`config.mk`:
```
export PLATFORM = sky130hd
export DESIGN_NAME = rx_tlp_sm
export DESIGN_NICKNAME = d
export VERILOG_FILES = /design/src/rx_pkg.sv /design/src/rx_tlp_sm.sv
export VERILOG_INCLUDE_DIRS = /design/src
export SDC_FILE = /design/constraint.sdc
export NUM_CORES = 1
export LEC_CHECK = 0
export BUFFER_PORTS_ARGS = -buffer_cell sky130_fd_sc_hd__buf_2
export CAP_MARGIN = 20
export CORE_AREA = 2 2 116 118
export CTS_CLUSTER_SIZE = 10
export DETAILED_ROUTE_END_ITERATION = 12
export DIE_AREA = 0 0 118 120
export HOLD_SLACK_MARGIN = 0.1
export PLACE_DENSITY_LB_ADDON = 0.2
export SLEW_MARGIN = 20
export SYNTH_ARGS = -nofsm -noshare
export SYNTH_HDL_FRONTEND = slang
export SYNTH_SLANG_ARGS = --single-unit
```
`constraint.sdc`:
```
create_clock -name Clk_i -period 2.87 [get_ports Clk_i]
set_input_delay 0.1435 -clock Clk_i [delete_from_list [all_inputs] [get_ports Clk_i]]
set_output_delay 0.1435 -clock Clk_i [all_outputs]
set_load 0.1 [all_outputs]
```
`src/rx_cfg.svh`:
```
`ifndef RX_CFG_SVH
`define RX_CFG_SVH

// beat and local bus widths
`define RX_DATA_W 64
`define RX_ADDR_W 32

// packet length field, counted in payload beats
`define RX_LEN_W 4
`define RX_MAX_LEN 8

// eight completion tags
`define RX_TAG_W 3

// one region of RX_MAX_LEN words per tag
`define RX_CPL_DEPTH (`RX_MAX_LEN * 8)

// pending read requests waiting for the transmit side
`define RX_PNDG_DEPTH 16

// single address window
// low RX_BAR_W bits of the packet address are kept and ORed onto the base
`define RX_BAR_W 20
`define RX_AVL_BASE 32'h8000_0000

`endif

```
`src/rx_pkg.sv`:
```
`include "rx_cfg.svh"

package rx_pkg;

   // header opcodes, anything else decodes to OP_OTHER
   typedef enum logic [2:0] {
      OP_MRD   = 3'b000,
      OP_MWR   = 3'b010,
      OP_CPLD  = 3'b101,
      OP_OTHER = 3'b111
   } rx_op_e;

   typedef enum logic [1:0] {
      ST_IDLE,
      ST_WR_DATA,
      ST_CPL_DATA,
      ST_RD_PUSH
   } rx_state_e;

   // header beat as it sits in the data field
   typedef struct packed {
      logic [`RX_DATA_W-`RX_ADDR_W-`RX_TAG_W-`RX_LEN_W-4:0] rsvd;
      logic [2:0]            op;
      logic [`RX_LEN_W-1:0]  len;
      logic [`RX_TAG_W-1:0]  tag;
      logic [`RX_ADDR_W-1:0] addr;
   } rx_hdr_t;

   typedef struct packed {
      logic [`RX_DATA_W-1:0] data;
      logic                  sop;
      logic                  eop;
      logic                  valid;
   } rx_beat_t;

   typedef struct packed {
      logic [`RX_ADDR_W-1:0]   addr;
      logic [`RX_DATA_W-1:0]   data;
      logic [`RX_DATA_W/8-1:0] be;
   } avl_wr_t;

   typedef struct packed {
      logic [`RX_TAG_W-1:0]  tag;
      logic [`RX_LEN_W-1:0]  len;
      logic [`RX_ADDR_W-1:0] addr;
   } pndg_rd_t;

   typedef struct packed {
      logic [`RX_TAG_W-1:0] tag;
      logic [`RX_LEN_W-1:0] len;
   } cpl_desc_t;

endpackage

```
`src/rx_tlp_sm.sv`:
```
`include "rx_cfg.svh"

module rx_tlp_sm (
   input  logic                              Clk_i,
   input  logic                              Rstn_i,
   input  rx_pkg::rx_beat_t                  beat_i,
   output logic                              ready_o,
   input  logic                              wr_busy_i,
   output logic                              wr_stb_o,
   output rx_pkg::avl_wr_t                   wr_o,
   output logic                              cnt_load_o,
   output logic                              cnt_step_o,
   input  logic [`RX_LEN_W-1:0]              cnt_idx_i,
   input  logic                              cnt_last_i,
   input  logic                              pndg_full_i,
   output logic                              pndg_push_o,
   output rx_pkg::pndg_rd_t                  pndg_o,
   output logic                              ram_we_o,
   output logic [$clog2(`RX_CPL_DEPTH)-1:0]  ram_addr_o,
   output logic [`RX_DATA_W-1:0]             ram_dat_o,
   output logic                              desc_stb_o,
   output rx_pkg::cpl_desc_t                 desc_o
);
   import rx_pkg::*;

   localparam int CPL_AW = $clog2(`RX_CPL_DEPTH);

   rx_state_e             state_q;
   rx_state_e             state_d;
   logic                  drop_q;
   rx_hdr_t               hdr;
   rx_op_e                op;
   logic                  take;
   logic                  hdr_take;
   logic                  data_take;
   logic [`RX_ADDR_W-1:0] win_addr;
   logic [`RX_ADDR_W-1:0] wr_base_q;
   pndg_rd_t              pndg_q;
   cpl_desc_t             cpl_q;

   assign hdr = rx_hdr_t'(beat_i.data);

   always_comb
   begin
      case (hdr.op)
         OP_MWR, OP_MRD, OP_CPLD: op = rx_op_e'(hdr.op);
         default:                 op = OP_OTHER;
      endcase
   end

   // keep the window bits and place them above the local base
   assign win_addr = `RX_AVL_BASE |
                     {{(`RX_ADDR_W-`RX_BAR_W){1'b0}}, hdr.addr[`RX_BAR_W-1:0]};

   // a full FIFO only blocks new headers, a stalled write blocks everything
   assign ready_o = !wr_busy_i &&
                    ((state_q == ST_WR_DATA) || (state_q == ST_CPL_DATA) ||
                     ((state_q == ST_IDLE) && !pndg_full_i));

   assign take      = beat_i.valid && ready_o;
   assign hdr_take  = take && (state_q == ST_IDLE) && !drop_q && beat_i.sop;
   assign data_take = take && ((state_q == ST_WR_DATA) || (state_q == ST_CPL_DATA));

   always_comb
   begin
      state_d = state_q;
      case (state_q)
         ST_IDLE:
         begin
            if (hdr_take)
            begin
               case (op)
                  OP_MWR:  state_d = ST_WR_DATA;
                  OP_CPLD: state_d = ST_CPL_DATA;
                  OP_MRD:  state_d = ST_RD_PUSH;
                  default: state_d = ST_IDLE;
               endcase
            end
         end
         ST_WR_DATA, ST_CPL_DATA:
         begin
            if (data_take && cnt_last_i)
               state_d = ST_IDLE;
         end
         default: state_d = ST_IDLE;
      endcase
   end

   always_ff @(posedge Clk_i or negedge Rstn_i)
   begin
      if (!Rstn_i)
      begin
         state_q <= ST_IDLE;
         drop_q  <= 1'b0;
      end
      else
      begin
         state_q <= state_d;
         // unknown multi-beat packets are swallowed up to their eop
         if (hdr_take && (op == OP_OTHER) && !beat_i.eop)
            drop_q <= 1'b1;
         else if (take && (state_q == ST_IDLE) && drop_q && beat_i.eop)
            drop_q <= 1'b0;
      end
   end

   always_ff @(posedge Clk_i)
   begin
      if (hdr_take)
      begin
         wr_base_q   <= win_addr;
         pndg_q.tag  <= hdr.tag;
         pndg_q.len  <= hdr.len;
         pndg_q.addr <= win_addr;
         cpl_q.tag   <= hdr.tag;
         cpl_q.len   <= hdr.len;
      end
   end

   assign cnt_load_o = hdr_take && ((op == OP_MWR) || (op == OP_CPLD));
   assign cnt_step_o = data_take;

   // write payload goes straight to the master, one local write per beat
   assign wr_stb_o     = data_take && (state_q == ST_WR_DATA);
   assign wr_o.addr    = wr_base_q + `RX_ADDR_W'(cnt_idx_i) * (`RX_DATA_W / 8);
   assign wr_o.data    = beat_i.data;
   assign wr_o.be      = '1;

   // read header was latched on take, pushed here one cycle later
   assign pndg_push_o = (state_q == ST_RD_PUSH);
   assign pndg_o      = pndg_q;

   // completion beats fill the tag region from offset 0
   assign ram_we_o   = data_take && (state_q == ST_CPL_DATA);
   assign ram_addr_o = CPL_AW'(cpl_q.tag) * CPL_AW'(`RX_MAX_LEN) + CPL_AW'(cnt_idx_i);
   assign ram_dat_o  = beat_i.data;
   assign desc_stb_o = ram_we_o && cnt_last_i;
   assign desc_o     = cpl_q;

   // packet length in the header must agree with where the source puts eop
   a_eop_on_last: assert property (@(posedge Clk_i) disable iff (!Rstn_i)
      data_take |-> (beat_i.eop == cnt_last_i));

endmodule

```
==> impl_metrics.csv, run 1 <==
group,metric,value,unit
flow_run,max-cap-violations,0,
sta,fin_crit_sh,0.930,
yosys,synth_cell_types,32,
worst_setup_path,crit-reg2reg-launch,"state_q[0]$_DFFE_PN0P_",
power_and_ir_drop,internal-power,1010,uW
grt,track_usage,0.0816,
power_and_ir_drop,swShare,0.553,
sta,final-setup-viol-count,0,
worst_setup_path,endpoint_kind,"output port",
drt,drc,0,
cells_and_area,synthToLayoutAreaGrowth,17.4,%
cells_and_area,fin_nets,449,
cells_and_area,drive_above_1_share,0.548,
clocking,cts-buffers-inserted,5,
yosys,ys.flop_type,"edfxtp_1",
sta,min_period,2.67,ns
cells_and_area,fillers,1416,
floorplanning,die_x,118,um
worst_setup_path,cp.arrival,2.52,ns
yosys,syn_inst,301,
sta,setup_tns,0,ns
cells_and_area,finalNonFillerCells,539,
floorplanning,row_count,42,
cells_and_area,multi_input_area,937,um^2
place,dpl.cell_count,504,
clocking,cts_setup_buffers,0,
yosys,synth.largest_area_cell,"buf_4",
sta,finClkSkew,0.00734,ns
floorplanning,start_util,0.220,
grt,grt_first_pass_wirelength,9060,um
cells_and_area,fin_area,3350,um^2
yosys,synth_commonest_cells,"172 x buf_4, 27 x edfxtp_1, 13 x xnor2_1",
clocking,cts_tree,"built",
min_path,min_to,"wr_base_q[10]$_DFFE_PP_",
cells_and_area,register_area,886,um^2
yosys,synthTopCellsByArea,"buf_4 45%, edfxtp_1 28%, ha_1 4.4%, xnor2_1 4.0%, dfrtp_1 2.6%",
power_and_ir_drop,power.share.combinational,0.540,
worst_setup_path,cp.required,2.73,ns
place,place_congestion,0.739,
floorplanning,die-area,14200,um^2
clocking,cts_sinks,30,
grt,grt_max_degree,28,
drt,vias,1885,
sta,drv_slew,0,
worst_setup_path,rrSetupSlack,0.74,ns
power_and_ir_drop,p_leak,0.00164,uW
yosys,synth_area,2860,um^2
min_path,hold_start,"beat_i[13]",
clocking,clkTransAtPathRegs,0.05,ns
yosys,synth_edf_count,27,
worst_setup_path,ff2ff_path_depth,6,
worst_setup_path,worstSetupPathType,"reg2out",
min_path,whs_path_depth,1,
yosys,async_flop_share,0.100,
grt,grt_pass1_vias,1753,
worst_setup_path,crit_fanout,7,
drt,drt-initial-drc-count,55,
grt,grt_antenna_before_repair,0,
clocking,clk_latency,0.28,ns
place,hpwl,4820,um
power_and_ir_drop,pwr-share-seq,0.240,
drt,drt-vias-per-instance,3.50,
floorplanning,die_h,120,um
drt,drt_pass1_iterations,3,
power_and_ir_drop,p_sw,1240,uW
power_and_ir_drop,ir_drop,0.000213,V
yosys,ys_warn_count,0,
yosys,yosysMostFrequentCell,"buf_4",
drt,routed_wl,6230,um
floorplanning,pin_count,303,
sta,timing.fmax,0.375,GHz
clocking,cts_root_buf,"clkbuf_16",
outcome,outcome,"finished clean",
drt,postRouteAntennaNets,0,
place,place_area,2930,um^2
yosys,synth_seq_cells,30,
power_and_ir_drop,clkPwrFrac,0.221,
drt,routedWlPerCell,11.6,um
worst_setup_path,startpoint_type,"flop",
yosys,synth_top_area_frac,0.452,
clocking,cts_buffer_depth,2,
sta,hold_violations,0,
sta,rsz0062_at_grt,"no",
cells_and_area,n_antenna_cell,0,
power_and_ir_drop,power_density,671,nW/um^2
worst_setup_path,r2r-end,"wr_base_q[12]$_DFFE_PP_",
clocking,h-tree-depth,2,
yosys,avgSynthCellArea,9.49,um^2
min_path,hold_class,"in2reg",
place,portBuffers,169,
floorplanning,core,13000,um^2
grt,overflow,0,
cells_and_area,final_util,0.258,
yosys,seq_area_frac_synth,0.310,
-- sequential cells by signal, indices dropped and copies added (netlist names) --
name	flops
desc_o	7
drop_q	1
state_q	2
wr_base_q	20
-- worst max path at each step --
stage,from,to,slack [ns],cells past startpoint
global route,wr_base_q[3]$_DFFE_PP_,wr_o[91],0.02,8
CTS,wr_base_q[3]$_DFFE_PP_,wr_o[83],0.06,8
floorplan,wr_base_q[3]$_DFFE_PP_,wr_o[91],-0.53,7
global placement,wr_base_q[3]$_DFFE_PP_,wr_o[83],0.41,8
detailed placement,wr_base_q[3]$_DFFE_PP_,wr_o[83],0.36,8
finish,wr_base_q[3]$_DFFE_PP_,wr_o[83],0.20,8
-- cell type report --
class,instances,area share
clock buffers,5,0.0373
inverters,10,0.0112
well taps,176,0.0657
clock inverters,3,0.00336
multi-input cells,118,0.279
repair buffers,197,0.339
flip-flops and latches,30,0.264
-- worst max-delay path, cell delays in order, from the launching register on --
cell and delay, ns:
edfxtp_1 0.34, ha_1 0.16, inv_1 0.05, fa_1 0.38, nand2b_1 0.17, a21oi_2 0.36, nor2b_2 0.32, xnor2_4 0.13
clkbuf_4 0.34
-- cell usage in the layout, fill, tap and decap left out, types with 2 or more instances in the layout --
cell	count
conb_1	31
xnor2_2	7
ha_1	10
xor2_2	3
nand2_1	9
buf_2	164
nand3_1	9
and3_1	4
nand4_1	4
clkbuf_16	5
nor2_1	7
clkbuf_4	5
a21oi_1	4
clkinv_1	3
dlygate4sd3_1	27
edfxtp_1	27
xnor2_4	5
inv_1	10
and2_1	3
nand2b_1	2
dfrtp_1	3
-- cells by family (layout without fill, tap and decap cells) --
logic type               after synthesis  count (layout)  synth area share
XOR/XNOR                              16              16            0.0491
AND/OR/NAND/NOR                       47              47            0.0858
AO/OA/AOI/OAI                         12              12            0.0324
adder cells (fa/ha/maj)               11              11            0.0508
flip-flops                            30              30             0.310
buffers and inverters                182             215             0.465
other                                  2              31           0.00263
multiplexers                           1               1           0.00394
-- stage by stage --
| step | total power [uW] | worst slack [ns] | hold WS [ns] |
|---|---|---|---|
| finish | 2250 | 0.202 | 0.101 |
| floorplan | 2110 | -0.534 | -0.152 |
| detailed placement | 1730 | 0.362 | -0.0505 |
| CTS | 2280 | 0.0626 | 0.101 |
| global placement | 1730 | 0.408 | -0.0531 |
| global route | 2340 | 0.0197 | 0.105 |
-- power by group through the flow --
stage	sequential (uW)	combinational (uW)	clock, uW
detailed placement	548	1190	0
global route	543	1260	536
floorplan	644	1470	0
CTS	540	1220	521
global placement	547	1190	0
finish	539	1210	496
-- layer usage --
metal,global-route usage,part of all wire
met5,0,0
met4,0.0452,0.024
met3,0.0309,0.091
met2,0.136,0.49
met1,0.0901,0.39
-- repair_timing --
action	CTS	global route
setup endpoints to repair	0	5
hold buffers	27	0
resized for setup	0	5
hold endpoints to repair	29	0
No activity file was read; power rests on OpenSTA's default activity.
==> run 2: changes to the inputs <==
==> constraint.sdc (replaced) <==
create_clock -name Clk_i -period 2.4 [get_ports Clk_i]
set_input_delay 0.12 -clock Clk_i [delete_from_list [all_inputs] [get_ports Clk_i]]
set_output_delay 0.12 -clock Clk_i [all_outputs]
set_load 0.1 [all_outputs]
==> impl_metrics.csv, run 2 (synthesized netlist as in run 1, its figures left out) <==
group,metric,value,unit
drt,drt_pass1_iterations,4,
flow_run,max-cap-violations,0,
drt,drt-initial-drc-count,97,
cells_and_area,fin_nets,455,
cells_and_area,largest_reg_flops,20,
sta,hold_violations,0,
cells_and_area,drive_above_1_share,0.598,
grt,overflow,0,
sta,timing.fmax,0.419,GHz
floorplanning,core,13000,um^2
grt,track_usage,0.0863,
clocking,clkTransAtPathRegs,0.05,ns
drt,postRouteAntennaNets,0,
clocking,cts-buffers-inserted,5,
cells_and_area,fillers,1369,
worst_setup_path,startpoint_type,"flop",
sta,rsz0062_at_grt,"yes",
drt,drc,0,
drt,routedWlPerCell,12.2,um
place,place_congestion,0.715,
floorplanning,start_util,0.220,
floorplanning,pin_count,303,
floorplanning,die_h,120,um
power_and_ir_drop,ir_drop,0.000252,V
clocking,cts_tree,"built",
worst_setup_path,crit_fanout,7,
sta,setup_slack,0.0153,ns
place,dp_worst_setup_slack,0.231,ns
floorplanning,row_count,42,
power_and_ir_drop,power_density,743,nW/um^2
floorplanning,die-area,14200,um^2
worst_setup_path,endpoint_kind,"output port",
clocking,clk_latency,0.27,ns
cells_and_area,final_cell_mix,"158 x buf_2, 31 x conb_1, 29 x dlygate4sd3_1, 27 x edfxtp_1, 11 x xnor2_4",
cells_and_area,layout_commonest_cell,"buf_2",
min_path,hold_class,"in2async",
grt,grt_max_degree,25,
power_and_ir_drop,finalPower,2760,uW
grt,grt_first_pass_wirelength,9580,um
drt,vias,1922,
clocking,cts_sinks,30,
worst_setup_path,ff2ff_path_depth,6,
worst_setup_path,cp.required,2.28,ns
cells_and_area,synthToLayoutAreaGrowth,30.1,%
sta,finClkSkew,0.00563,ns
power_and_ir_drop,p_leak,0.00175,uW
drt,drt-vias-per-instance,3.53,
place,portBuffers,169,
worst_setup_path,critical-path-slowest-cell,"edfxtp_1",
place,hpwl,5350,um
outcome,outcome,"finished clean",
grt,grt_antenna_before_repair,0,
clocking,h-tree-depth,2,
grt,grt_pass1_vias,1753,
floorplanning,die_x,118,um
clocking,cts_buffer_depth,2,
sta,min_period,2.38,ns
sta,fin_crit_sh,0.994,
cells_and_area,register_area,886,um^2
sta,hold_ws,0.193,ns
drt,routed_wl,6610,um
cells_and_area,n_antenna_cell,0,
sta,final-setup-viol-count,0,
clocking,cts_root_buf,"clkbuf_16",
cells_and_area,regMostFlops,"wr_base_q",
worst_setup_path,slowest_delay,0.35,ns
worst_setup_path,worstPathCellList,"ha_2 -> inv_2 -> fa_2 -> nand2b_4 -> a21oi_4 -> nand4_1 -> xnor2_4 -> buf_12",
worst_setup_path,cp.arrival,2.26,ns
sta,drv_slew,0,
worst_setup_path,worstSetupPathType,"reg2out",
cells_and_area,multi_input_area,1120,um^2
-- run 2: cell count changes in the layout (fill, tap and decap cells not counted), sizes merged --
cell	previous run	this run
clkinvlp	0	1
clkinv	3	2
inv	10	9
buf	165	171
clkbuf	10	8
dlygate4sd3	27	29
-- run 2: final timing paths --
kind	start	slack, ns	end
worst min register to register	state_q[0]$_DFFE_PN0P_	0.58	state_q[0]$_DFFE_PN0P_
min in group Clk_i	beat_i[2]	0.20	drop_q$_DFFE_PN0P_
worst max register to register	state_q[0]$_DFFE_PN0P_	0.47	wr_base_q[1]$_DFFE_PP_
worst max-delay path	wr_base_q[3]$_DFFE_PP_	0.02	wr_o[91]
worst min-delay path	Rstn_i	0.19	drop_q$_DFFE_PN0P_
max in group asynchronous	Rstn_i	2.10	state_q[0]$_DFFE_PN0P_
-- run 2: stage by stage --
step | cell area [um^2] | util | instances | TNS (ns)
floorplan | 3330 | - | 330 | -5.70
global placement | 3270 | 0.252 | 506 | 0
detailed placement | 3270 | 0.252 | 506 | 0
CTS | 3700 | 0.285 | 543 | -0.00886
global route | 3720 | 0.286 | 544 | -0.305
finish | 3720 | 0.286 | 544 | 0
-- run 2: per-layer routing --
metal  track usage  up-vias  share of wire
met4        0.0512        0          0.037
met3        0.0261       30          0.093
met2         0.142      124           0.49
met5             0        -              0
li1              -      899              -
met1        0.0991      869           0.38
-- run 2: timing repair --
item	4_1_cts	5_1_grt
pin swaps	5	0
hold endpoints to repair	31	0
hold buffers	29	0
resized for setup	1	4
buffers inserted	1	1
endpoints found under the setup margin	5	10
-- run 2: where the power goes --
part | internal (uW) | total, uW | switching, uW
clock network | 374 | 591 | 218
registers | 612 | 646 | 34.1
logic | 275 | 1530 | 1250
total | 1260 | 2760 | 1500
-- run 2: area by class of cell --
type | count | share of cell area
tap | 176 | 0.0593
multi-input combinational | 118 | 0.301
clock buffer | 5 | 0.0337
sequential | 30 | 0.238
inverter | 10 | 0.0111
timing repair buffer | 203 | 0.354
clock inverter | 2 | 0.00269
-- run 2: critical path: cells and delay by family, from the launching register on --
| kind | cells | cell delay, ns |
|---|---|---|
| AO/OA/AOI/OAI | 1 | 0.24 |
| XOR/XNOR | 1 | 0.22 |
| adder cells (fa/ha/maj) | 2 | 0.54 |
| buffers and inverters | 2 | 0.23 |
| flip-flops | 1 | 0.35 |
| AND/OR/NAND/NOR | 2 | 0.40 |
==> run 3: changes to the inputs <==
==> constraint.sdc (replaced) <==
create_clock -name Clk_i -period 2.4 [get_ports Clk_i]
set_input_delay 0.24 -clock Clk_i [delete_from_list [all_inputs] [get_ports Clk_i]]
set_output_delay 0.24 -clock Clk_i [all_outputs]
set_load 0.1 [all_outputs]
==> impl_metrics.csv, run 3 (synthesized netlist as in run 1, its figures left out) <==
group,metric,value,unit
outcome,outcome,"finished with violations",
outcome,violations,"negative setup slack",
drt,drc,0,
sta,fin_crit_sh,1.02,
sta,relSlewSlack,0.662,
sta,timing.fmax,0.408,GHz
floorplanning,pin_count,303,
cells_and_area,drive_above_1_share,0.669,
cells_and_area,fin_nets,433,
clocking,clk_latency,0.27,ns
clocking,cts-buffers-inserted,5,
clocking,h-tree-depth,2,
worst_setup_path,critical-path-slowest-cell,"edfxtp_1",
worst_setup_path,slowest_delay,0.35,ns
clocking,clkTransAtPathRegs,0.05,ns
grt,grt_max_degree,22,
drt,vias,1852,
sta,rsz0062_at_grt,"yes",
flow_run,max-cap-violations,0,
drt,drt-initial-drc-count,82,
grt,track_usage,0.0833,
floorplanning,die_x,118,um
grt,grt_pass1_vias,1635,
cells_and_area,n_antenna_cell,0,
cells_and_area,layout_commonest_cell,"buf_2",
sta,setup_slack,-0.0510,ns
power_and_ir_drop,ir_drop,0.000222,V
power_and_ir_drop,power.share.combinational,0.555,
clocking,cts_tree,"built",
cells_and_area,largest_reg_flops,20,
worst_setup_path,rrSetupSlack,0.52,ns
worst_setup_path,worstPathCellList,"ha_2 -> inv_2 -> fa_2 -> nand2b_4 -> a21oi_4 -> nand4_1 -> xnor2_4 -> buf_12",
cells_and_area,final_cell_mix,"154 x buf_2, 31 x conb_1, 27 x edfxtp_1, 16 x buf_12, 11 x xnor2_4",
place,place_congestion,0.694,
sta,drv_slew,0,
power_and_ir_drop,clkPwrFrac,0.213,
min_path,hold_class,"in2reg",
sta,tightest_slew,0.511,ns
drt,routed_wl,6250,um
floorplanning,row_count,42,
sta,min_period,2.45,ns
drt,drt-vias-per-instance,3.54,
power_and_ir_drop,internal-power,1270,uW
power_and_ir_drop,swShare,0.542,
cells_and_area,fin_area,3620,um^2
grt,grt_antenna_before_repair,0,
worst_setup_path,endpoint_kind,"output port",
cells_and_area,fillers,1381,
cells_and_area,synthToLayoutAreaGrowth,26.8,%
clocking,cts_sinks,30,
floorplanning,start_util,0.220,
cells_and_area,regMostFlops,"wr_base_q",
grt,grt_first_pass_wirelength,9030,um
floorplanning,core,13000,um^2
worst_setup_path,startpoint_type,"flop",
power_and_ir_drop,pwr-share-seq,0.232,
power_and_ir_drop,p_leak,0.00170,uW
worst_setup_path,worstSetupPathType,"reg2out",
worst_setup_path,cp.required,2.16,ns
floorplanning,die-area,14200,um^2
drt,routedWlPerCell,12.0,um
sta,finClkSkew,0.00626,ns
worst_setup_path,cp.arrival,2.21,ns
sta,setup_tns,-0.224,ns
drt,postRouteAntennaNets,0,
power_and_ir_drop,p_sw,1510,uW
grt,overflow,0,
floorplanning,die_h,120,um
sta,hold_violations,0,
clocking,cts_buffer_depth,2,
clocking,cts_root_buf,"clkbuf_16",
worst_setup_path,crit_fanout,7,
place,portBuffers,169,
drt,drt_pass1_iterations,4,
place,place_area,3380,um^2
power_and_ir_drop,power_density,767,nW/um^2
place,hpwl,5290,um
sta,final-setup-viol-count,6,
[run 3: worst max-delay path, delay by kind of cell, from the launching register on]
family | cells | cell delay (ns)
fa+ha+maj | 2 | 0.54
simple gates | 2 | 0.39
flops | 1 | 0.35
buf+inv | 2 | 0.23
compound gates | 1 | 0.21
xor+xnor | 1 | 0.21
[run 3: path summary, 6_finish.rpt]
| kind | start | to | cells after the start |
|---|---|---|---|
| setup / recovery | wr_base_q[3]$_DFFE_PP_ | wr_o[91] | 8 |
| hold / removal | beat_i[1] | drop_q$_DFFE_PN0P_ | 2 |
| setup reg to reg | state_q[0]$_DFFE_PN0P_ | wr_base_q[7]$_DFFE_PP_ | 6 |
| hold reg to reg | state_q[0]$_DFFE_PN0P_ | state_q[0]$_DFFE_PN0P_ | 2 |
| max in group asynchronous | Rstn_i | state_q[0]$_DFFE_PN0P_ | 2 |
| min in group asynchronous | Rstn_i | drop_q$_DFFE_PN0P_ | 2 |
[run 3: final cells by class]
cell class / instances / area [um^2] / share of cell area
Timing Repair Buffer: 181 / 1180 / 0.325
Clock inverter: 2 / 8.76 / 0.00242
Inverter: 10 / 41.3 / 0.0114
Tap cell: 176 / 220 / 0.0608
Clock buffer: 6 / 129 / 0.0356
Multi-Input combinational cell: 118 / 1160 / 0.321
Sequential cell: 30 / 886 / 0.245
[run 3: routing by layer]
metal,track usage,vias up,wire length [um]
met5,0,-,0
met1,0.0897,845,2260
met2,0.136,113,3080
li1,-,861,-
met4,0.0700,0,371
met3,0.0233,33,536
[run 3: power groups by stage]
stage	clock network [uW]	logic [uW]	registers (uW)
after detailed placement	0	1520	655
after global placement	0	1520	654
after global routing	640	1600	651
after CTS	625	1530	645
final	592	1540	645
after floorplan	0	1800	773
[run 3: timing repair]
item                                    4_1_cts  5_1_grt
buffers inserted                              3        4
cloned                                        0        0
pin swaps                                     5        4
endpoints found under the hold margin         3        0
endpoints found under the setup margin        6       10
hold buffers                                  1        0
gates resized for setup                       1        7
[run 3: through the flow]
| stage | total power (uW) | hold WS [ns] | util | std cells | worst slack [ns] |
|---|---|---|---|---|---|
| floorplan | 2570 | -0.0556 | - | 330 | -0.817 |
| global placement | 2180 | 0.0387 | 0.261 | 507 | 0.143 |
| detailed placement | 2180 | 0.0395 | 0.261 | 507 | 0.112 |
| CTS | 2800 | 0.137 | 0.274 | 519 | -0.102 |
| global route | 2890 | 0.141 | 0.279 | 523 | -0.155 |
| finish | 2780 | 0.137 | 0.279 | 523 | -0.0510 |
