===== config.mk =====
export PLATFORM = sky130hd
export DESIGN_NAME = rx_pndg_rd_fifo
export DESIGN_NICKNAME = d
export VERILOG_FILES = /design/src/rx_pkg.sv /design/src/rx_pndg_rd_fifo.sv
export VERILOG_INCLUDE_DIRS = /design/src
export SDC_FILE = /design/constraint.sdc
export NUM_CORES = 1
export LEC_CHECK = 0
export BUFFER_PORTS_ARGS = -buffer_cell sky130_fd_sc_hd__buf_2
export CAP_MARGIN = 20
export CORE_ASPECT_RATIO = 1.5
export CORE_MARGIN = 5
export CORE_UTILIZATION = 50
export DETAILED_ROUTE_END_ITERATION = 10
export PLACE_DENSITY = 0.66
export RECOVER_POWER = 100
export SKIP_LAST_GASP = 1
export SLEW_MARGIN = 25
export SYNTH_ARGS = -nofsm -noshare
export SYNTH_HDL_FRONTEND = slang
export SYNTH_SLANG_ARGS = --single-unit

===== constraint.sdc =====
create_clock -name Clk_i -period 6.9 [get_ports Clk_i]
set_clock_uncertainty 0.05 [all_clocks]
set_input_delay 1.725 -clock Clk_i [delete_from_list [all_inputs] [get_ports Clk_i]]
set_output_delay 1.725 -clock Clk_i [all_outputs]
set_load 0.01 [all_outputs]

===== src/rx_cfg.svh =====
`ifndef RX_CFG_SVH
`define RX_CFG_SVH

// beat and local bus widths
`define RX_DATA_W 64
`define RX_ADDR_W 32

// packet length field, counted in payload beats
`define RX_LEN_W 4
`define RX_MAX_LEN 8

// eight completion tags
`define RX_TAG_W 3

// one region of RX_MAX_LEN words per tag
`define RX_CPL_DEPTH (`RX_MAX_LEN * 8)

// pending read requests waiting for the transmit side
`define RX_PNDG_DEPTH 16

// single address window
// low RX_BAR_W bits of the packet address are kept and ORed onto the base
`define RX_BAR_W 20
`define RX_AVL_BASE 32'h8000_0000

`endif


===== src/rx_pkg.sv =====
`include "rx_cfg.svh"

package rx_pkg;

   // header opcodes, anything else decodes to OP_OTHER
   typedef enum logic [2:0] {
      OP_MRD   = 3'b000,
      OP_MWR   = 3'b010,
      OP_CPLD  = 3'b101,
      OP_OTHER = 3'b111
   } rx_op_e;

   typedef enum logic [1:0] {
      ST_IDLE,
      ST_WR_DATA,
      ST_CPL_DATA,
      ST_RD_PUSH
   } rx_state_e;

   // header beat as it sits in the data field
   typedef struct packed {
      logic [`RX_DATA_W-`RX_ADDR_W-`RX_TAG_W-`RX_LEN_W-4:0] rsvd;
      logic [2:0]            op;
      logic [`RX_LEN_W-1:0]  len;
      logic [`RX_TAG_W-1:0]  tag;
      logic [`RX_ADDR_W-1:0] addr;
   } rx_hdr_t;

   typedef struct packed {
      logic [`RX_DATA_W-1:0] data;
      logic                  sop;
      logic                  eop;
      logic                  valid;
   } rx_beat_t;

   typedef struct packed {
      logic [`RX_ADDR_W-1:0]   addr;
      logic [`RX_DATA_W-1:0]   data;
      logic [`RX_DATA_W/8-1:0] be;
   } avl_wr_t;

   typedef struct packed {
      logic [`RX_TAG_W-1:0]  tag;
      logic [`RX_LEN_W-1:0]  len;
      logic [`RX_ADDR_W-1:0] addr;
   } pndg_rd_t;

   typedef struct packed {
      logic [`RX_TAG_W-1:0] tag;
      logic [`RX_LEN_W-1:0] len;
   } cpl_desc_t;

endpackage


===== src/rx_pndg_rd_fifo.sv =====
`include "rx_cfg.svh"

module rx_pndg_rd_fifo (
   input  logic              Clk_i,
   input  logic              Rstn_i,
   input  logic              push_i,
   input  rx_pkg::pndg_rd_t  din_i,
   output logic              full_o,
   input  logic              pop_i,
   output rx_pkg::pndg_rd_t  head_o,
   output logic              empty_o
);
   import rx_pkg::*;

   localparam int AW = $clog2(`RX_PNDG_DEPTH);

   pndg_rd_t      mem [`RX_PNDG_DEPTH];
   logic [AW-1:0] wr_ptr;
   logic [AW-1:0] rd_ptr;
   logic [AW:0]   count;

   always_ff @(posedge Clk_i or negedge Rstn_i)
   begin
      if (!Rstn_i)
      begin
         wr_ptr <= '0;
         rd_ptr <= '0;
         count  <= '0;
      end
      else
      begin
         if (push_i)
            wr_ptr <= wr_ptr + 1'b1;
         if (pop_i)
            rd_ptr <= rd_ptr + 1'b1;
         case ({push_i, pop_i})
            2'b10:   count <= count + 1'b1;
            2'b01:   count <= count - 1'b1;
            default: count <= count;
         endcase
      end
   end

   always_ff @(posedge Clk_i)
   begin
      if (push_i)
         mem[wr_ptr] <= din_i;
   end

   // show-ahead, the head entry is visible before it is popped
   assign head_o  = mem[rd_ptr];
   assign full_o  = (count == (AW+1)'(`RX_PNDG_DEPTH));
   assign empty_o = (count == '0);

   a_no_push_full: assert property (@(posedge Clk_i) disable iff (!Rstn_i)
      push_i |-> !full_o);

   a_no_pop_empty: assert property (@(posedge Clk_i) disable iff (!Rstn_i)
      pop_i |-> !empty_o);

endmodule


==> results of run 1 <==
routing by layer:
layer / part of all wire, % / vias up
li1: - / 4665
met1: 40 / 5949
met2: 52 / 346
met3: 5.7 / 75
met4: 2.2 / 0
met5: 0 / -
worst min-delay path by stage:
| stage | end | depth (start not counted) |
|---|---|---|
| 2_1_floorplan | count[4]$_DFFE_PN0P_ | 1 |
| 3_3_place_gp | count[4]$_DFFE_PN0P_ | 1 |
| 3_5_place_dp | count[4]$_DFFE_PN0P_ | 1 |
| 4_1_cts | count[4]$_DFFE_PN0P_ | 1 |
| 5_1_grt | count[4]$_DFFE_PN0P_ | 1 |
| 6_report | count[4]$_DFFE_PN0P_ | 1 |
cells by family after synthesis:
kind of cell	count (synthesis)	synth area share, %
xor+xnor	12	0.434
compound gates	84	2.58
fa+ha+maj	9	0.465
mux	159	14.6
simple gates	88	1.66
buf+inv	62	1.46
flops	637	78.7
sequential cells by signal, summed over array words and instances, names as in the netlist:
name,count
mem,624
count,5
rd_ptr,4
wr_ptr,4
cells in the mapped netlist (4+ instances only):
| cell | instances | area [um2] |
|---|---|---|
| and2_1 | 10 | 62.6 |
| ha_1 | 9 | 113 |
| nand2_1 | 47 | 176 |
| mux4_2 | 156 | 3510 |
| nor2_1 | 13 | 48.8 |
| buf_2 | 15 | 75.1 |
| edfxtp_1 | 624 | 18700 |
| dfrtp_1 | 13 | 325 |
| clkbuf_1 | 26 | 97.6 |
| and3_1 | 5 | 31.3 |
| buf_6 | 11 | 124 |
| xnor2_1 | 6 | 52.6 |
| buf_4 | 5 | 37.5 |
| a22oi_1 | 78 | 586 |
| inv_1 | 4 | 15.0 |
| xor2_1 | 6 | 52.6 |
power by group through the flow:
stage / logic (W) / clock network, W / registers [W]
5_1_grt: 0.00325 / 0.00331 / 0.00495
3_3_place_gp: 0.00310 / 0 / 0.00496
6_report: 0.00299 / 0.00310 / 0.00491
3_5_place_dp: 0.00312 / 0 / 0.00498
4_1_cts: 0.00314 / 0.00315 / 0.00489
2_1_floorplan: 0.00225 / 0 / 0.00480
worst max-delay path, stage by stage (launching register included):
cell      delay (ns)
dfrtp_1         1.58
buf_4           0.73
mux4_2          0.41
a22oi_1         0.27
nand2_1         0.15
clkbuf_1        0.16
final cells by class:
class / count / area share [%]
repair buffers: 110 / 1.84
well taps: 600 / 2.78
diodes: 1 / 0.00928
clock inverters: 33 / 1.29
inverters: 4 / 0.0557
multi-input cells: 352 / 17.9
flip-flops and latches: 637 / 70.7
clock buffers: 68 / 5.44
per-stage QoR:
step	total power [W]	cells	util (%)	area, um2	hold WS (ns)
after floorplan	0.00705	1051	-	24200	0.406
after global placement	0.00806	1703	53.0	25300	0.422
after detailed placement	0.00810	1703	53.0	25300	0.434
after CTS	0.0112	1804	56.8	27200	0.439
after global routing	0.0115	1805	56.4	27000	0.473
final	0.0110	1805	56.4	27000	0.436
layout by cell type (no fill, tap or decap), types with 2 or more instances in the layout:
master	n
buf_4	8
nand3_1	3
and2_0	4
nor2b_4	2
ha_1	9
buf_2	4
and3_1	5
clkinvlp_4	3
nor2_4	2
o21ai_0	2
bufinv_16	7
nand4_1	3
mux4_2	156
xor2_1	6
a22oi_1	78
edfxtp_1	624
clkinv_1	8
nand2_1	47
xnor2_1	6
inv_1	4
nor2_1	11
dfrtp_1	12
mux2_2	2
and2_2	6
buf_12	3
clkinv_2	13
clkbuf_16	57
clkbuf_1	106
==> run summary, run 1 <==
Setup violations remaining at the end of the flow were counted as 0. The worst register-to-register path ends at mem[6][37]$_DFFE_PP_. The kind of start point of the critical path is a flop. The clock insertion delay at the later pin of the skew report came out at approximately 0.57 ns. The number of filler cells placed in the layout came out at ~3500. The die extent in x is between 150 and 200 um. Tracing the worst setup path back leads to its startpoint at rd_ptr[1]$_DFFE_PN0P_. The final reports fail on capacitance limit, slew limit. The count of boundary I/O pins is 84. The summed instance area of the synthesized netlist came out at between 20000 and 25000 um2. The setup slack after placement is 2.49 ns. Cells with a size suffix above 1 make up 22.1% of the layout.

The total global routing overflow is 0. The clock tree from TritonCTS is yes. The flip-flop and latch count after synthesis is around 640. The worst setup path is captured at a primary output. The count of buffers from port buffering came out at a little over 80. The worst flop-to-flop path startpoint is wr_ptr[0]$_DFFE_PN0P_. The total vias in the final route is about 11000. For this configuration, the core starts out at a cell density of 50.6%.

The net switching power came out at 0.00324 W. Summed over all layers, the routed wires come to slightly above 50000 um. The die footprint is 53000 um2.

The initial antenna violation count is 1. Per report_power, the clock group accounts for ~28% of the total. Global routing used about a third of the available met2 tracks. The maximum number of buffers from clock root to sink is 3. The share of the cycle needed by the critical path after routing came out at 82.5%.

The proportion of register bits with asynchronous set or reset after synthesis came out at 2.04%. Global routing consumed, over all layers together, 19.4% of the routing resources. The combined flip-flop and latch cell area came out at 19100 um2. The wire length of the first global-routing pass came out at between 70000 and 80000 um. The critical path in this run is classified as flop to primary output. In this run the most critical hold path is launched from count[4]$_DFFE_PN0P_.

The transition time of the tightest slew-check pin came out at around 3.5 ns. The post-route antenna net violation count came out at 0. In this run the clock root is driven by a clkbuf_16. The worst relative slew slack is -133%. The run finished, with violations left.

For the final routed database, the setup TNS stands at 0 ns. Gates resized during post-CTS repair numbered 0. The count of synthesis-stage warnings from yosys is 0.

The share of total power dissipated in combinational logic is between 20% and 30%. Counting the buffers created by CTS gives 55. The peak fanout along the critical path came out at 42.

The end point of the critical path is head_o[32]. The synthesized area divided by synthesized cell count came out at ~23 um2. The pin count of the biggest net entering global routing is 81. The arrival time at the worst endpoint came out at roughly 4 ns. The fraction of the yosys area taken by sequential cells came out at between 70% and 80%. In this run the core area contains 98 standard-cell rows. The area of the core region came out at approximately 48000 um2. In this run the register-to-register setup slack is 2.55 ns.

The worst path meets setup with about 1.2 ns of slack. The timing-limited maximum frequency came out at about 0.18 GHz. The minimum clock period after layout is between 5 and 6 ns. The total DRC errors in the routed layout is 0. The number of maximum-capacitance violations came out at 18. The number of nets handed over by synthesis was around 1100. After legalization and detailed placement, the total HPWL measured ~26000 um. The congestion estimate from routability-driven global placement came to 0.716. The clock-pin slew of the registers on the worst-case setup and hold paths is around 0.06 ns. The DRC violation total after the first TritonRoute iteration is about 1100. The first TritonRoute pass finished after 5 iterations.

The final number of hold-violating endpoints is 0. The number of sinks handled by clock tree synthesis is 637. Dividing the detail-routed via count by the number of cells gives around 6. The number of global-route vias before repair came out at 11800. The global routing stage identified its most utilized layer as met2. The number of buffers added for setup after CTS is 0.

The share of total power in sequential cells is between 40 and 50%. The quantity of hold-fixing buffers added after cts came out at 0. The worst IR drop on VDD is around 0.00023 V. The area taken by multi-input logic gates is around 4800 um2.

The area growth from synthesis to layout came out at 11.4%. The final number of max-transition violations is 578. The met1 global-route usage came out at a little over a quarter. The height of the die came out at ~280 um.

Setup repair after global routing left no endpoint under its margin. The netlist uses 31 different library cells. The worst hold path belongs to the class flop to flop. The depth of the CTS H-tree is 2. The cell-internal power came out at approximately 0.0078 W. In the final design database the tool counted between 1000 and 1500 nets. The depth of the worst register-to-register path came out at 5. The dominant synthesized flop cell is edfxtp_1.

The cell count after synthesis came out at 1051. In this run the static leakage power is 8.45 nW. The number of enable-type register cells in the synthesized netlist came out at approximately 620. The met3 demand-to-capacity share in global routing came out at ~2.7%. Data on the critical path is required at its endpoint by 5.12 ns. Net switching is 29.4% of the power. In the final routed layout, each cell accounts on average for 28.3 um. The ratio of total power to cell area came out at 408 nW/um2.
(Power assumes the default switching activity.)
==> run 2: changes to the inputs <==
--- a/config.mk
+++ b/config.mk
@@ -6,13 +6,14 @@
 export SDC_FILE = /design/constraint.sdc
 export NUM_CORES = 1
 export LEC_CHECK = 0
+export ABC_AREA = 1
 export BUFFER_PORTS_ARGS = -buffer_cell sky130_fd_sc_hd__buf_2
 export CAP_MARGIN = 20
 export CORE_ASPECT_RATIO = 1.5
 export CORE_MARGIN = 5
 export CORE_UTILIZATION = 50
 export DETAILED_ROUTE_END_ITERATION = 10
-export PLACE_DENSITY = 0.66
+export PLACE_DENSITY = 0.69
 export RECOVER_POWER = 100
 export SKIP_LAST_GASP = 1
 export SLEW_MARGIN = 25
==> constraint.sdc (replaced) <==
create_clock -name Clk_i -period 4.6 [get_ports Clk_i]
set_clock_uncertainty 0.05 [all_clocks]
set_input_delay 1.15 -clock Clk_i [delete_from_list [all_inputs] [get_ports Clk_i]]
set_output_delay 1.15 -clock Clk_i [all_outputs]
set_load 0.01 [all_outputs]
==> run summary, run 2 <==
The total global routing overflow came out at 0. The post-route antenna net violation count is 0. The area taken by multi-input logic gates came out at about 5600 um2.

The dominant synthesized flop cell is edfxtp_1. The vias per cell came out at 5.64. Entering global routing, the biggest net connects 198 pins.

The synthesized area divided by synthesized cell count is roughly 12 um2. The largest registers in the layout are mem: 624 flops, count: 5 flops. The number of clock buffers inserted by TritonCTS came out at 56. The worst hold path was traced through 2 stages. The net count of the finished layout is 2180. The wire length of the first global-routing pass is 92400 um. The number of buffers added for setup after CTS is 0.

The combined global-route utilization of all metal layers came out at about a fifth. The minimum clock period after layout is 4.31 ns. The final sum of negative setup slack is 0 ns.

The worst IR drop on VDD came out at 0.000549 V. In the synthesized netlist the async set-or-reset flop fraction comes to about 2.0%. The number of hold buffers added after CTS was 0. More flip-flops sit in one register than any other, and that register is mem.

The final count of negative-setup-slack endpoints is 0. The share of the cycle needed by the critical path after routing came out at 93.7%. The number of enable-type register cells in the synthesized netlist came out at between 600 and 700. The number of sinks handled by clock tree synthesis is around 640. The number of maximum-capacitance violations is 13. The mapped netlist covers around 26000 um2. The area of the core region came out at 51400 um2.

For this run, the top clock speed supported by timing is 0.232 GHz. In the layout the commonest cells are edfxtp_1 (624), nor2_1 (389), nand3_1 (239). From bottom edge to top edge, the die measures ~290 um. Measured in cells, the most critical reg-to-reg path has a length of 5. The kind of start point of the critical path is a flop.

The initial antenna violation count is 2. The fraction of synthesized cell area taken by the top area cell type is between 70% and 80%. The number of global-route vias before repair came out at 15900.

The total length of routed wires came out at ~60000 um. The routed wire length per instance came out at ~21 um. Leaving out fill and tap cells, the most frequent cell in the layout is edfxtp_1.

Clock tree synthesis selected as its root buffer the cell clkbuf_16. In this run the worst path has a maximum fanout of between 50 and 60. The final reports fail on capacitance limit, slew limit.

The die footprint came out at ~56000 um2. Routability-driven placement finished with a final weighted congestion of about 0.74. The final number of hold-violating endpoints was 0. After clock tree synthesis, the clock-pin slew on the worst setup and hold paths is roughly 0.070 ns. The count of buffers from port buffering is 83.

In the synthesized netlist, the number of instances is 2079. In the post-synthesis netlist, the cell with the most instances is edfxtp_1. The combined flip-flop and latch cell area came out at around 19000 um2. TritonCTS built the clock tree. The number of nets in the synthesized netlist came out at ~2100. Summed over all cells, the static leakage comes to slightly below 10 nW. The clock insertion delay at the later pin of the skew report is around 0.59 ns. The first-pass iteration count of the detailed router is 5.

The total vias in the final route came out at 16100. Compared with the post-synthesis result, the final layout area differs by 10.1%. Counting along the longest clock path gives a buffer depth of 3. The count of synthesis-stage warnings from yosys came out at 0. The worst setup path is captured at a primary output. The count of boundary I/O pins came out at 84. The final number of max-transition violations came out at 405. The worst relative slew slack came out at -91.8%. Setup repair after global routing left no endpoint under its margin. The register with the most flip-flops in the layout has about 620 of them. Summed over all nets, the half-perimeter wirelength after detailed placement is 30200 um. The floorplan step set the die width to approximately 200 um. The DRC violation total after the first TritonRoute iteration is between 1000 and 1500. The required arrival time at the worst endpoint came out at around 3.4 ns.

The tightest min-delay check is of the flop to flop type. By area the synthesized netlist is led by edfxtp_1 (73%), nor2_1 (5.8%), nand3_1 (4.6%), o211ai_1 (3.2%), o21ai_0 (3.1%). The fraction of final layout cells with drive strength greater than 1 came out at 7.09%. The total DRC errors in the routed layout is 0.

Total power for the finished layout comes to about 0.018 W. The fraction of the yosys area taken by sequential cells came out at between 70% and 80%. For the worst setup path, the data arrival time is roughly 3.1 ns. Synthesis instantiated 26 different standard cells from the library. The transition time of the tightest slew-check pin is between 2 and 3 ns.

The H-tree was split into 2 levels. The number of rows in the core area came out at roughly 100. For this design the ratio of total power to cell area is 621 nW/um2. The utilization after layout is about 55%. The biggest area contributor in the post-synthesis netlist is edfxtp_1. The effective utilization at floorplan is ~50%. The run finished, with violations left. The critical path in this run is classified as flop to primary output.

After filler insertion, the fill cell instance count of the layout stands at ~4100. The quantity of gates resized following cts is 0. Sorting the synthesized cells by how often they occur yields edfxtp_1 (624), nor2_1 (396), nand3_1 (239). The flip-flop and latch count after synthesis came out at between 600 and 700.
-- run 2: final timing paths --
path	from	end	slack, ns
max	rd_ptr[0]$_DFFE_PN0P_	head_o[36]	0.29
min	count[3]$_DFFE_PN0P_	count[3]$_DFFE_PN0P_	0.48
max reg2reg	wr_ptr[0]$_DFFE_PN0P_	mem[14][25]$_DFFE_PP_	0.64
min reg2reg	count[3]$_DFFE_PN0P_	count[3]$_DFFE_PN0P_	0.48
max in group asynchronous	Rstn_i	rd_ptr[0]$_DFFE_PN0P_	3.35
min in group asynchronous	Rstn_i	count[4]$_DFFE_PN0P_	0.56
-- run 2: final cells by class --
type | instances | share of cell area [%]
flip-flops and latches | 637 | 67.1
diodes | 2 | 0.0176
well taps | 676 | 2.98
multi-input cells | 1179 | 19.8
inverters | 134 | 1.82
repair buffers | 120 | 2.17
clock inverters | 37 | 0.823
clock buffers | 66 | 5.24
-- run 2: worst max-delay path, cell delays in order, from the launching register on --
cell	delay [ns]
dfrtp_4	0.70
inv_6	0.46
clkbuf_4	0.54
nor2_1	0.09
nor2_1	0.12
o21ai_1	0.09
nand3_1	0.11
nand3_1	0.09
nand2_1	0.14
buf_2	0.14
-- run 2: routing by layer --
layer,up-vias,global-route usage [%],part of all wire (%)
met5,-,0,0
met4,0,8.12,3.8
met3,143,2.53,5.6
met2,524,37.8,52
met1,7947,26.2,39
li1,7455,-,-
-- run 2: cell families after synthesis --
| kind of cell | Yosys count | synth area share (%) |
|---|---|---|
| and+or+nand+nor | 838 | 13.6 |
| DFF | 637 | 73.8 |
| adders and majority gates | 9 | 0.436 |
| AOI/OAI and AO/OA | 324 | 7.35 |
| buffers and inverters | 263 | 4.54 |
| xor gates and xnor gates | 8 | 0.271 |
-- run 2: report_power, final --
group	leakage, nW	internal (W)	switching, W
logic	3.14	0.00173	0.00418
clock network	0.856	0.00238	0.00207
registers	5.79	0.00702	0.000283
-- run 2: per-stage QoR --
| stage | setup WS, ns | cell area (um2) | hold slack (ns) | cells |
|---|---|---|---|---|
| floorplan | 0.861 | 25800 | 0.426 | 2079 |
| global placement | 1.04 | 26900 | 0.446 | 2746 |
| detailed placement | 1.00 | 26900 | 0.456 | 2746 |
| CTS | 0.345 | 28700 | 0.375 | 2849 |
| global route | 0.0938 | 28400 | 0.530 | 2851 |
| finish | 0.291 | 28400 | 0.477 | 2851 |
==> run 3: changes to the inputs <==
--- a/config.mk
+++ b/config.mk
@@ -9,11 +9,13 @@
 export ABC_AREA = 1
 export BUFFER_PORTS_ARGS = -buffer_cell sky130_fd_sc_hd__buf_2
 export CAP_MARGIN = 20
+export CELL_PAD_IN_SITES_DETAIL_PLACEMENT = 1
+export CELL_PAD_IN_SITES_GLOBAL_PLACEMENT = 1
 export CORE_ASPECT_RATIO = 1.5
 export CORE_MARGIN = 5
-export CORE_UTILIZATION = 50
+export CORE_UTILIZATION = 46
 export DETAILED_ROUTE_END_ITERATION = 10
-export PLACE_DENSITY = 0.69
+export PLACE_DENSITY_LB_ADDON = 0.1
 export RECOVER_POWER = 100
 export SKIP_LAST_GASP = 1
 export SLEW_MARGIN = 25
==> run summary, run 3 (synthesis results as in run 2) <==
The DRC violation total after the first TritonRoute iteration came out at 964. After routing, the total negative slack on setup checks comes to 0 ns. The worst setup path is captured at a flop. The first global-routing pass estimated 107000 um of wire. The arrival time at the worst endpoint is about 4.4 ns. The count of buffers from port buffering came out at 83. The die extent in x came out at around 200 um. The top register by number of flip-flops is mem. Dividing the detail-routed wire length by the instance count gives 24.3 um. The largest individual stage delay along the critical path comes from the cell nor2_1. Of all nets on the critical path, the largest fanout is 25. The path class of the tightest hold or removal check is flop to flop. The final standard cell area without fillers is 28700 um2.

The kind of start point of the critical path is a primary input. The count of nets left with antenna violations once routing finished came out at 0. The internal portion of the total power is approximately 0.012 W. The clock-pin slew of the registers on the worst-case setup and hold paths came out at 0.06 ns.

Global routing finished with a remaining overflow of 0. Counting the fill cells in the layout gives approximately 5700. The transition time of the tightest slew-check pin came out at approximately 2.4 ns.

The detailed router placed 16400 vias in this run. Clock latency on the worst-skew pair, taken at its later pin, is slightly above 0.6 ns. The utilization after layout came out at about half. The die footprint came out at just over 60000 um2. Leaving out fill and tap cells, the most frequent cell in the layout is edfxtp_1. The final number of max-transition violations came out at between 300 and 400. The timing-limited maximum frequency is around 0.23 GHz. Entering global routing, the biggest net connects around 190 pins. The quantity of hold-fixing buffers added after cts is 0. The vias per cell is roughly 5.7. The area of placed instances came out at 27100 um2. The weighted congestion at the end of routability-driven global placement came out at between 0.7 and 0.8. For this run, design rule violations remaining after detail routing come to 0.

The checks that failed: capacitance limit, slew limit. The switching power share of the total is between 30% and 40%. The first-pass iteration count of the detailed router is 5.

The half-perimeter wire length of the detailed placement result came out at between 30000 and 40000 um. The area taken by multi-input logic gates is 5630 um2. The number of clock buffers inserted by TritonCTS is between 50 and 60. The combined global-route utilization of all metal layers came out at between 20% and 30%. The ratio of total power to cell area came out at about 640 nW/um2. In the layout the commonest cells are edfxtp_1 (624), nor2_1 (390), nand3_1 (239). The net count of the finished layout is about 2200. The delay of the slowest cell on the worst path is around 1.6 ns.

Headroom to the max-slew limit came out at -61.8%. The height of the die came out at 300 um. The effective utilization at floorplan is between 40% and 50%. The critical path goes through clkbuf_1, nand2_1, nor2_1, clkbuf_2. After clock tree synthesis, the setup repair step added 0 buffers. After clock tree synthesis, the repair step resized 0 gates. Clock tree synthesis selected as its root buffer the cell clkbuf_16. The clock tree from TritonCTS is yes. Summed over all layers, the routed wires come to 70000 um.

The area of the core region is 55700 um2. Setup violations remaining at the end of the flow were counted as 0. Dividing the final minimum period by the clock period gives between 90% and 100%. Relative to the synthesized area, the layout overhead comes to 11.1%. The share of total power in sequential cells came out at around two fifths. The worst IR drop on VDD came out at ~0.00067 V. The largest registers in the layout are mem: 624 flops, count: 5 flops. The number of global-route vias before repair is between 15000 and 20000. The maximum number of buffers from clock root to sink came out at 3. The worst path needs around 4.3 ns of the cycle, external delays included.

Setup repair after global routing left no endpoint under its margin. The H-tree was split into 2 levels. The required arrival time at the worst endpoint came out at roughly 4.8 ns. The net switching power came out at about 0.007 W. The combined flip-flop and latch cell area is around 19000 um2. The fraction of power consumed by the clock network is 26.9%. In this run the static leakage power is approximately 9.9 nW.

The number of maximum-capacitance violations is 14. The run finished, with violations left. The fraction of final layout cells with drive strength greater than 1 is roughly 7.9%.

The final number of hold-violating endpoints is 0. The design draws around 0.018 W. Across all hold checks on the routed design, the worst slack comes to approximately 0.46 ns. Row generation in the floorplan step produced approximately 110 rows. The initial antenna violation count came out at 2. The power share of the combinational group is roughly a third. The number of flip-flops under the largest register name is 624. The number of sinks handled by clock tree synthesis is 637. By startpoint and endpoint, the worst setup path is classified as primary input to flop. The count of boundary I/O pins is 84.
run 3: cell count changes in the layout (fill, tap and decap cells not counted), moves of 3 or more:
cell / previous run / this run
buf_2: 5 / 13
bufinv_16: 1 / 8
clkbuf_1: 89 / 83
clkbuf_2: 14 / 20
clkinv_1: 15 / 9
clkbuf_16: 57 / 61
buf_6: 0 / 3
clkbuf_8: 3 / 0
run 3: final timing paths:
kind	start	to	slack, ns	cells past startpoint
worst max register to register	wr_ptr[1]$_DFFE_PN0P_	mem[5][14]$_DFFE_PP_	0.63	5
max in group asynchronous	Rstn_i	rd_ptr[0]$_DFFE_PN0P_	3.40	1
min in group asynchronous	Rstn_i	count[4]$_DFFE_PN0P_	0.54	1
worst min register to register	count[3]$_DFFE_PN0P_	count[3]$_DFFE_PN0P_	0.46	2
worst max-delay path	push_i	mem[5][14]$_DFFE_PP_	0.34	4
worst min-delay path	count[3]$_DFFE_PN0P_	count[3]$_DFFE_PN0P_	0.46	2
run 3: critical path, delay by kind of cell:
kind / cells / cell delay (ns)
buffers and inverters: 2 / 1.40
AND/OR/NAND/NOR: 2 / 1.82
run 3: metrics by stage:
stage	std cells	setup WS, ns
floorplan	2079	0.861
CTS	2883	0.398
global placement	2778	1.10
detailed placement	2778	1.09
global route	2884	0.129
finish	2886	0.337
run 3: routing by layer:
metal	vias up	wire length, um	track usage, %
met2	319	37000	42.0
met1	8469	28300	28.1
met5	-	0	0
met3	119	2510	3.20
li1	7477	-	-
met4	0	2190	7.23
run 3: cell type report:
cell class,count,share of cell area (%)
antenna,3,0.0262
clock inverter,34,1.28
inverter,134,1.80
timing repair buffer,126,2.27
clock buffer,71,5.45
tap,702,3.06
sequential,637,66.5
multi-input combinational,1179,19.6
run 3: power by group through the flow:
stage	logic [W]	clock network (W)	registers, W
3_3_place_gp	0.00637	0	0.00732
2_1_floorplan	0.00425	0	0.00725
5_1_grt	0.00693	0.00535	0.00729
3_5_place_dp	0.00652	0	0.00735
4_1_cts	0.00656	0.00508	0.00723
6_report	0.00625	0.00497	0.00724
